$ cat config.mk
export PLATFORM = sky130hd
export DESIGN_NAME = axi4s_retime_top
export DESIGN_NICKNAME = d
export VERILOG_FILES = /design/src/logic/axi4s_pkg.sv /design/src/logic/pipe_pkg.sv /design/src/logic/fifo_small_prefetch.sv /design/src/logic/axi4s_skid_buffer.sv /design/src/logic/axi4s_reg_pipe.sv /design/src/logic/pipe_ctrl.sv /design/src/logic/axi4s_retime_top.sv
export SDC_FILE = /design/constraint.sdc
export NUM_CORES = 1
export LEC_CHECK = 0
export BUFFER_PORTS_ARGS = -buffer_cell sky130_fd_sc_hd__buf_2
export CAP_MARGIN = 20
export CORE_ASPECT_RATIO = 0.9
export CORE_MARGIN = 3
export CORE_UTILIZATION = 30
export DETAILED_ROUTE_END_ITERATION = 6
export PLACE_DENSITY_LB_ADDON = 0.25
export SETUP_SLACK_MARGIN = 0.2
export SLEW_MARGIN = 20
export SYNTH_ARGS = -nofsm -noshare
export SYNTH_HDL_FRONTEND = slang
export SYNTH_SLANG_ARGS = --single-unit
$ cat constraint.sdc
create_clock -name aclk -period 6.5 [get_ports aclk]
set_clock_uncertainty 0.15 [all_clocks]
set_input_delay 0.325 -clock aclk [delete_from_list [all_inputs] [get_ports aclk]]
set_output_delay 0.325 -clock aclk [all_outputs]
set_load 0.005 [all_outputs]
$ cat src/logic/axi4s_pkg.sv
// Stream beat definitions for the retimed AXI4-Stream slice
//   DATA_BYTES, ID_WID, DEST_WID, USER_WID field widths
//   axi4s_beat_t, one beat without its valid bit

package axi4s_pkg;

    // Bytes carried per beat
    localparam int DATA_BYTES = 4;

    // Sideband widths
    localparam int ID_WID   = 4;
    localparam int DEST_WID = 4;
    localparam int USER_WID = 8;

    // Field types
    typedef logic [DATA_BYTES-1:0][7:0] tdata_t;
    typedef logic [DATA_BYTES-1:0]      tkeep_t;
    typedef logic [ID_WID-1:0]          tid_t;
    typedef logic [DEST_WID-1:0]        tdest_t;
    typedef logic [USER_WID-1:0]        tuser_t;

    // One stream beat
    // Sideband in the upper bits, data at the bottom
    typedef struct packed {
        tuser_t tuser;
        tdest_t tdest;
        tid_t   tid;
        logic   tlast;
        tkeep_t tkeep;
        tdata_t tdata;
    } axi4s_beat_t;

endpackage : axi4s_pkg

$ cat src/logic/pipe_pkg.sv
// Control side definitions of the retimed slice
//   CNT_WID, width of the statistics counters
//   pipe_status_t, status word seen by the outside

package pipe_pkg;

    // Statistics counter width, counters wrap
    localparam int CNT_WID = 16;

    typedef logic [CNT_WID-1:0] cnt_t;

    // Status word
    typedef struct packed {
        // Output beats accepted downstream
        cnt_t beat_count;
        // Output beats with tlast accepted downstream
        cnt_t pkt_count;
        // Sticky, set by any skid buffer overflow
        logic oflow_seen;
    } pipe_status_t;

endpackage : pipe_pkg

$ cat src/logic/fifo_small_prefetch.sv
// Small register-array FIFO
//   Payload type given by the DATA_T parameter
//   Head entry always presented on rd_data (prefetched)
//   wr_rdy promises room for PIPELINE_DEPTH+1 more writes
//   Writes into a full FIFO are dropped and flagged on oflow

`timescale 1ns/1ns

module fifo_small_prefetch #(
    parameter type DATA_T         = logic [7:0],
    parameter int  PIPELINE_DEPTH = 1
) (
    input  logic  aclk,
    input  logic  rst_n,
    input  logic  wr,
    input  DATA_T wr_data,
    output logic  wr_rdy,
    output logic  oflow,
    input  logic  rd,
    output logic  rd_rdy,
    output DATA_T rd_data
);

    // Room for the in-flight writes plus one spare entry each side
    localparam int DEPTH    = PIPELINE_DEPTH + 2;
    localparam int PTR_WID  = (DEPTH > 1) ? $clog2(DEPTH) : 1;
    localparam int CNT_WID  = $clog2(DEPTH + 1);
    // Free entries needed before ready is offered
    localparam int FREE_MIN = PIPELINE_DEPTH + 1;

    typedef logic [PTR_WID-1:0] ptr_t;
    typedef logic [CNT_WID-1:0] cnt_t;

    DATA_T mem [DEPTH];

    ptr_t wr_ptr;
    ptr_t rd_ptr;
    cnt_t count;

    logic full;
    logic empty;
    logic wr_en;
    logic rd_en;

    assign full  = (count == cnt_t'(DEPTH));
    assign empty = (count == '0);

    // Pop only when there is something to give
    assign rd_en = rd && !empty;
    // A pop in the same cycle frees the slot being written
    assign wr_en = wr && (!full || rd_en);

    // Dropped write, one cycle pulse per lost beat
    assign oflow = wr && full && !rd_en;

    // Headroom check on occupancy
    assign wr_rdy = ((DEPTH - int'(count)) >= FREE_MIN);

    // Read side
    assign rd_rdy  = !empty;
    assign rd_data = mem[rd_ptr];

    // Storage, no reset needed on payload
    always_ff @(posedge aclk) begin
        if (wr_en) begin
            mem[wr_ptr] <= wr_data;
        end
    end

    // Pointers wrap at DEPTH, which need not be a power of two
    always_ff @(posedge aclk or negedge rst_n) begin
        if (!rst_n) begin
            wr_ptr <= '0;
            rd_ptr <= '0;
        end else begin
            if (wr_en) begin
                wr_ptr <= (wr_ptr == ptr_t'(DEPTH - 1)) ? '0 : wr_ptr + 1'b1;
            end
            if (rd_en) begin
                rd_ptr <= (rd_ptr == ptr_t'(DEPTH - 1)) ? '0 : rd_ptr + 1'b1;
            end
        end
    end

    // Occupancy
    always_ff @(posedge aclk or negedge rst_n) begin
        if (!rst_n) begin
            count <= '0;
        end else begin
            case ({wr_en, rd_en})
                2'b10:   count <= count + 1'b1;
                2'b01:   count <= count - 1'b1;
                default: count <= count;
            endcase
        end
    end

endmodule : fifo_small_prefetch

$ cat src/logic/axi4s_skid_buffer.sv
// Skid buffer for stream beats with relaxed ready
//   Write side takes a beat on every wr_valid, ready or not
//   buf_ready high means room for SKID more beats
//   Read side is a normal valid/ready stream

`timescale 1ns/1ns

module axi4s_skid_buffer
    import axi4s_pkg::*;
#(
    // Beats that may still arrive after buf_ready drops
    parameter int SKID = 2
) (
    input  logic        aclk,
    input  logic        rst_n,
    // Relaxed write side, no back-pressure
    input  logic        wr_valid,
    input  axi4s_beat_t wr_beat,
    output logic        buf_ready,
    // Write seen with no room left
    output logic        oflow,
    // Standard read side
    output logic        rd_valid,
    output axi4s_beat_t rd_beat,
    input  logic        rd_ready
);

    // FIFO sized to absorb SKID beats in flight
    // wr_rdy there already carries the headroom rule
    fifo_small_prefetch #(
        .DATA_T         (axi4s_beat_t),
        .PIPELINE_DEPTH (SKID)
    ) u_fifo (
        .aclk    (aclk),
        .rst_n   (rst_n),
        .wr      (wr_valid),
        .wr_data (wr_beat),
        .wr_rdy  (buf_ready),
        .oflow   (oflow),
        // Pop on the read handshake
        .rd      (rd_ready),
        .rd_rdy  (rd_valid),
        .rd_data (rd_beat)
    );

endmodule : axi4s_skid_buffer

$ cat src/logic/axi4s_reg_pipe.sv
// Forward register pipe for stream beats
//   STAGES flops on valid and on the beat, no stall input
//   Beat flops load only behind a valid bit

`timescale 1ns/1ns

module axi4s_reg_pipe
    import axi4s_pkg::*;
#(
    parameter int STAGES = 2
) (
    input  logic        aclk,
    input  logic        rst_n,
    input  logic        in_valid,
    input  axi4s_beat_t in_beat,
    output logic        out_valid,
    output axi4s_beat_t out_beat
);

    logic [STAGES-1:0] vld_q;
    axi4s_beat_t       beat_q [STAGES];

    // Valid chain, cleared on reset
    always_ff @(posedge aclk or negedge rst_n) begin
        if (!rst_n) begin
            vld_q <= '0;
        end else begin
            vld_q[0] <= in_valid;
            for (int i = 1; i < STAGES; i++) begin
                vld_q[i] <= vld_q[i-1];
            end
        end
    end

    // Payload chain
    // Empty slots keep their old contents to save toggling
    always_ff @(posedge aclk) begin
        if (in_valid) begin
            beat_q[0] <= in_beat;
        end
        for (int i = 1; i < STAGES; i++) begin
            if (vld_q[i-1]) begin
                beat_q[i] <= beat_q[i-1];
            end
        end
    end

    assign out_valid = vld_q[STAGES-1];
    assign out_beat  = beat_q[STAGES-1];

endmodule : axi4s_reg_pipe

$ cat src/logic/pipe_ctrl.sv
// Control for the retimed slice
//   Ready delay chain from the skid buffer back to the source
//   Beat and packet counters on the output handshake
//   Sticky overflow flag

`timescale 1ns/1ns

module pipe_ctrl
    import pipe_pkg::*;
#(
    parameter int STAGES = 2
) (
    input  logic         aclk,
    input  logic         rst_n,
    // Ready from the skid buffer, delayed toward the source
    input  logic         buf_ready,
    output logic         in_ready,
    // Overflow pulse from the skid buffer
    input  logic         oflow,
    // Output handshake, tlast split off from the beat
    input  logic         out_valid,
    input  logic         out_ready,
    input  logic         out_last,
    output pipe_status_t status
);

    logic [STAGES-1:0] rdy_q;
    logic              out_xfer;
    pipe_status_t      status_q;

    // Ready travels back through STAGES flops
    // Zero on reset, so the source waits until the chain has filled
    always_ff @(posedge aclk or negedge rst_n) begin
        if (!rst_n) begin
            rdy_q <= '0;
        end else begin
            rdy_q[0] <= buf_ready;
            for (int i = 1; i < STAGES; i++) begin
                rdy_q[i] <= rdy_q[i-1];
            end
        end
    end

    assign in_ready = rdy_q[STAGES-1];

    // Beat leaves the slice
    assign out_xfer = out_valid && out_ready;

    // Statistics, both counters wrap
    always_ff @(posedge aclk or negedge rst_n) begin
        if (!rst_n) begin
            status_q <= '0;
        end else begin
            if (out_xfer) begin
                status_q.beat_count <= status_q.beat_count + 1'b1;
            end
            if (out_xfer && out_last) begin
                status_q.pkt_count <= status_q.pkt_count + 1'b1;
            end
            // Held until the next reset
            if (oflow) begin
                status_q.oflow_seen <= 1'b1;
            end
        end
    end

    assign status = status_q;

endmodule : pipe_ctrl

$ cat src/logic/axi4s_retime_top.sv
// Retimed AXI4-Stream pipeline slice
//   Forward register pipe for beats
//   Skid buffer sized from STAGES to catch in-flight beats
//   Control with delayed ready, counters and overflow flag

`timescale 1ns/1ns

module axi4s_retime_top
    import axi4s_pkg::*;
    import pipe_pkg::*;
#(
    // Register stages each way, 1 to 4
    parameter int STAGES = 2
) (
    input  logic         aclk,
    input  logic         rst_n,
    // Input stream
    input  logic         in_valid,
    input  axi4s_beat_t  in_beat,
    output logic         in_ready,
    // Output stream
    output logic         out_valid,
    output axi4s_beat_t  out_beat,
    input  logic         out_ready,
    output pipe_status_t status
);

    // STAGES beats in the pipe plus STAGES accepted while ready travels back
    localparam int SKID = 2 * STAGES;

    logic        pipe_in_valid;
    logic        wr_valid;
    axi4s_beat_t wr_beat;
    logic        buf_ready;
    logic        oflow;

    // Only beats that really transfer enter the pipe
    assign pipe_in_valid = in_valid && in_ready;

    axi4s_reg_pipe #(
        .STAGES (STAGES)
    ) u_pipe (
        .aclk      (aclk),
        .rst_n     (rst_n),
        .in_valid  (pipe_in_valid),
        .in_beat   (in_beat),
        .out_valid (wr_valid),
        .out_beat  (wr_beat)
    );

    // Relaxed handshake stays inside, standard stream comes out
    axi4s_skid_buffer #(
        .SKID (SKID)
    ) u_skid (
        .aclk      (aclk),
        .rst_n     (rst_n),
        .wr_valid  (wr_valid),
        .wr_beat   (wr_beat),
        .buf_ready (buf_ready),
        .oflow     (oflow),
        .rd_valid  (out_valid),
        .rd_beat   (out_beat),
        .rd_ready  (out_ready)
    );

    pipe_ctrl #(
        .STAGES (STAGES)
    ) u_ctrl (
        .aclk      (aclk),
        .rst_n     (rst_n),
        .buf_ready (buf_ready),
        .in_ready  (in_ready),
        .oflow     (oflow),
        .out_valid (out_valid),
        .out_ready (out_ready),
        .out_last  (out_beat.tlast),
        .status    (status)
    );

endmodule : axi4s_retime_top

Word level (Yosys, flattened, before mapping)
Memory sizes are Yosys's and may differ from the RTL's.
Cells that the tools add are included.
- add/sub/neg operators: 7
- order comparisons: 1
- equal/unequal tests: 5
- mux-type cells: 9
- reduce and logical (&&, ||, !) cells: 12
- operator list (kind ; number):
    $add A16 B1 Y16 const B ; 2
    $add A3 B1 Y3 const B ; 3
    $eq A3 B3 Y1 const B ; 3
    $logic_and A1 B1 Y1 ; 6
    $mux W1 ; 6
    $mux W3 ; 2
    $pmux W3 S2 ; 1
    $ge A4 B4 Y1 const B ; 1
    $sub A3 B3 Y4 const A ; 1
    $logic_not A1 Y1 ; 3
    $logic_not A3 Y1 ; 1
    $sub A3 B1 Y3 const B ; 1
    $eq A2 B1 Y1 const B ; 1
    $eq A2 B2 Y1 const B ; 1
    $reduce_bool A2 Y1 ; 1
    $logic_or A1 B1 Y1 ; 1
- flip-flop bits (word level): 46
- memory bits (writable): 424
- input port bits: 57
- output and inout port bits: 88
- memories kept: 2
- memories (memory ; depth ; bits a word ; rd ports ; clocked after memory_dff ; wr ports ; line ; RTL):
    u_skid.u_fifo.mem ; 6 ; 53 ; 1 ; 0 ; 1 ; fifo_small_prefetch.sv:34 ; DATA_T mem [DEPTH];
    u_pipe.beat_q ; 2 ; 53 ; 2 ; 0 ; 2 ; axi4s_reg_pipe.sv:21 ; axi4s_beat_t beat_q [STAGES];

Logic depth before layout (Yosys ltp)
- depth in word-level cells: 7
- mapped depth: 6
- gate-level depth less buffers: 5

Hierarchy
A second synthesis with hierarchy kept.
- cell total of the unflattened synthesis: 953
- area, all modules: 18021.0 µm²
- by module, submodules not included (module ; times used ; cells an instance ; area an instance (µm²) ; seq. area each (µm²)):
    fifo_small_prefetch ; 1 ; 667 ; 12881.1 ; 9774.4
    axi4s_reg_pipe ; 1 ; 161 ; 3631.0 ; 3233.1
    pipe_ctrl ; 1 ; 124 ; 1502.7 ; 875.8
    axi4s_retime_top ; 1 ; 1 ; 6.3 ; 0.0

Worst setup path after synthesis
No wires, ideal clock.
- kind: register to register
- start point: register u_skid.u_fifo.count[2]
- end point: memory u_skid.u_fifo.mem[0][0] (netlist name), enable pin
- setup time: 529 ps
- arrival: 4569 ps
- slack: 1251 ps
- cell stages (with the launch flop): 5
- clock period less this slack: 5249 ps
- path through: dfrtp_1 -> nand4bb_1 -> nand2_1 -> or2_2 -> nor3_1
- longest elaborated chain between the ends: 7
- elaborated cells on any way between the ends: 9
- classes of those cells: eq/ne (1); mux (2); reduce/logical (6)
- ends and longest elaborated chain (what ; line ; RTL):
    from (decl) ; fifo_small_prefetch.sv:38 ; cnt_t count;
    from (signal assigned) ; fifo_small_prefetch.sv:91 ; 2'b10: count <= count + 1'b1;
    from (signal assigned) ; fifo_small_prefetch.sv:92 ; 2'b01: count <= count - 1'b1;
    from (signal assigned) ; fifo_small_prefetch.sv:93 ; default: count <= count;
    $logic_not A3 Y1 ; fifo_small_prefetch.sv:46 ; assign empty = (count == '0);
    $logic_not A1 Y1 ; fifo_small_prefetch.sv:49 ; assign rd_en = rd && !empty;
    $logic_and A1 B1 Y1 ; fifo_small_prefetch.sv:49 ;
    $logic_or A1 B1 Y1 (*) ; fifo_small_prefetch.sv:51 ; assign wr_en = wr && (!full || rd_en);
    $logic_and A1 B1 Y1 (*) ; fifo_small_prefetch.sv:51 ;
    $mux W1 (*) ; fifo_small_prefetch.sv:65 ; if (wr_en) begin
    $mux W1 (not written as such) (*) ; fifo_small_prefetch.sv:66 ; mem[wr_ptr] <= wr_data;
    to (decl) ; fifo_small_prefetch.sv:34 ;
Every way passes the cells marked *; elsewhere a longest branch is shown, timed or not.

==> impl_results.md <==
* Outcome: finished, final reports clean
* Final hold vios at 0
* Period utilisation layout at 55.0%
* Largest net degree at the start of global routing at 71
* Reg2Reg Depth at 5
* H-Tree Depth at 2
* Number of global-route vias before repair at 8914
* Fin cells at 1871
* Unrepaired setup endpoints after global routing: false
* VDD IR max at 0.000171 V
* Dpl cells at 1722
* RD Place Congestion at 0.738
* Total track usage at 12.1%
* Final Max Tran Viols at 0
* CTS root buffer: clkbuf_16
* Slew headroom at 28.3%
* Core area at 56000 um2
* Mapped Cells at 845
* Post-synth EDFFs at 424
* Top cells by area, synth: edfxtp_1 (75%), mux4_2 (6.9%), dfrtp_1 (6.7%)
* Fillers at 5242
* Grt ovf at 0
* Worst-skew pair later-pin latency at 0.58 ns
* Synth cell count leaders: edfxtp_1 (424), nor2_1 (61), mux2i_1 (54), a21oi_1 (52), mux4_2 (52)
* Antenna-violating nets left at 0
* Boundary Pins at 145
* Crit. End Element: primary output
* CTS tree: yes
* Routed vias at 8224
* Main flop type after synthesis: edfxtp_1
* Vias/cell at 4.40
* Highest clock rate at 280 MHz
* Arrival time at the worst endpoint at 3.10 ns
* Setup violators final at 0
* Number of CTS-inserted buffers at 51
* Post-DP HPWL at 18800 um
* Area delta synth->final at 22.8%
* TNS Setup at 0 ns
* Hold WC Path Type: in2async
* Post-synthesis cell type count at 35
* WHS at 0.157 ns
* Crit Path Category: reg2out
* Synth async-reset ratio at 9.79%
* Synth area leader: edfxtp_1
* Critical Path RT at 6.02 ns
* Tot Pwr at 8.73 mW
* Area occupied by multi-input gates at 3070 um2
* Die area at 59800 um2
* Nets at 1134
* Fin area at 21000 um2
* First-pass GRT wire length at 55000 um
* Post-Synthesis Net Count at 905
* Post-route setup slack at 2.93 ns
* Clock period minus worst slack at 3.57 ns
* Routed WL per cell at 19.2 um
* Drt total wl at 35800 um
* Initial DRC count at 428
* Worst-Margin Slew at 1.08 ns
* Clock Sink Count at 470
* Die W at 257 um
* Post-Place Cell Area at 18800 um2
* PD cells at 416 nW/um2
* Register area share after synthesis at 81.3%
* Die H at 232 um
* Row count at 82
* Share of cells above drive strength 1 at 26.5%
* DRT Pass-1 Iters at 4
* Post-Syn Area at 17100 um2
* CTS clock-pin slew for the worst setup and hold paths at 0.06 ns
* Yosys warns at 0
* Antenna violations before repair at 4
* Max_cap viols at 0
* Final Util at 37.4%
* DR DRC count at 0
* Setup WS pre-CTS at 3.40 ns
* Buffers added on ports at 144
* CTS Buffer Depth at 3
* Leakage power at 7.37 nW
* Seq cells post-synth at 470
* FF+latch area at 13900 um2
* Yosys top cell area share at 74.6%
* Setup crit start kind: flip-flop
* Count leader, synth: edfxtp_1
* Max FO, Critical Path at 70
* Syn Area/Cell at 20.2 um2
* Initial Utilization at 30.5%
[cell usage in the layout, fill, tap and decap left out, types with 4 or more instances in the layout]
| cell | synthesis | layout |
|---|---|---|
| clkinv_1 | 0 | 6 |
| nor2_1 | 61 | 57 |
| inv_1 | 4 | 4 |
| xnor2_1 | 15 | 15 |
| nand2_1 | 18 | 18 |
| clkinv_2 | 0 | 7 |
| dfrtp_1 | 46 | 42 |
| buf_4 | 2 | 11 |
| xor2_1 | 18 | 18 |
| nand3_1 | 15 | 15 |
| mux4_2 | 52 | 52 |
| edfxtp_1 | 424 | 424 |
| dfrtp_4 | 0 | 4 |
| nor4_1 | 4 | 4 |
| a21oi_1 | 52 | 52 |
| clkbuf_1 | 20 | 14 |
| nand4_1 | 5 | 5 |
| clkbuf_16 | 0 | 55 |
| nor2_4 | 0 | 4 |
| buf_2 | 6 | 143 |
| mux2i_1 | 54 | 54 |
| dlygate4sd3_1 | 0 | 55 |
| and3_1 | 6 | 6 |
| nor3_1 | 9 | 7 |
[registers in the layout (all words and copies together), names as in the netlist]
name                  flops
u_ctrl.rdy_q              2
u_ctrl.status            33
u_pipe.beat_q           106
u_pipe.vld_q              2
u_skid.u_fifo.count       3
u_skid.u_fifo.mem       318
u_skid.u_fifo.rd_ptr      3
u_skid.u_fifo.wr_ptr      3
[layer usage]
metal	vias up	GRT usage, %	routed length (um)	part of all wire, %
li1	3792	-	-	-
met1	4211	16.4	16600	46
met2	171	19.1	16600	46
met3	48	3.26	1890	5.3
met4	2	3.93	742	2.1
met5	-	0	13	0.036
[layout make-up]
type / count / area share [%]
Clock inverter: 20 / 0.859
Antenna cell: 3 / 0.0358
Timing Repair Buffer: 211 / 6.63
Multi-Input combinational cell: 336 / 14.6
Inverter: 4 / 0.0716
Clock buffer: 71 / 6.95
Sequential cell: 470 / 66.3
Tap cell: 756 / 4.51
[worst max-delay path, cell delays in order (launching register included)]
cell     delay (ns)
dfrtp_4        0.94
buf_12         0.53
mux4_2         0.57
nor2_1         0.12
a21oi_1        0.09
buf_2          0.20
[cells by family (layout without fill, tap and decap cells)]
kind of cell | Yosys count | after routing | share of synthesized area (%)
simple gates | 130 | 130 | 3.52
compound gates | 58 | 58 | 1.84
other cells | 0 | 3 | 0
buf+inv | 39 | 306 | 0.945
fa+ha+maj | 3 | 3 | 0.264
flops | 470 | 470 | 81.3
mux | 112 | 112 | 10.4
xor+xnor | 33 | 33 | 1.69
[what timing repair did]
item                      in CTS  in global routing
resized for setup              0                  0
hold endpoints to repair     101                  0
setup buffers                  0                  0
hold buffers                  55                  0
[final timing paths]
check	endpoint	slack, ns	from
max in group asynchronous	u_skid.u_fifo.rd_ptr[2]$_DFFE_PN0N_	5.56	rst_n
max reg2reg	u_skid.u_fifo.mem[2][22]$_DFFE_PP_	3.51	u_skid.u_fifo.count[2]$_DFFE_PN0P_
max	out_beat[37]	2.93	u_skid.u_fifo.rd_ptr[0]$_DFFE_PN0N_
min in group aclk	u_ctrl.rdy_q[1]$_DFF_PN0_	0.20	u_ctrl.rdy_q[0]$_DFF_PN0_
min reg2reg	u_ctrl.rdy_q[1]$_DFF_PN0_	0.20	u_ctrl.rdy_q[0]$_DFF_PN0_
min	u_ctrl.status[9]$_DFFE_PN0P_	0.16	rst_n
[where the power goes]
group	total, mW	switching (mW)	internal [mW]
clock	2.83	1.15	1.68
sequential	4.22	0.466	3.75
combinational	1.68	0.851	0.831
total	8.73	2.47	6.26
Note: power is estimated with default switching activity, not from simulation.
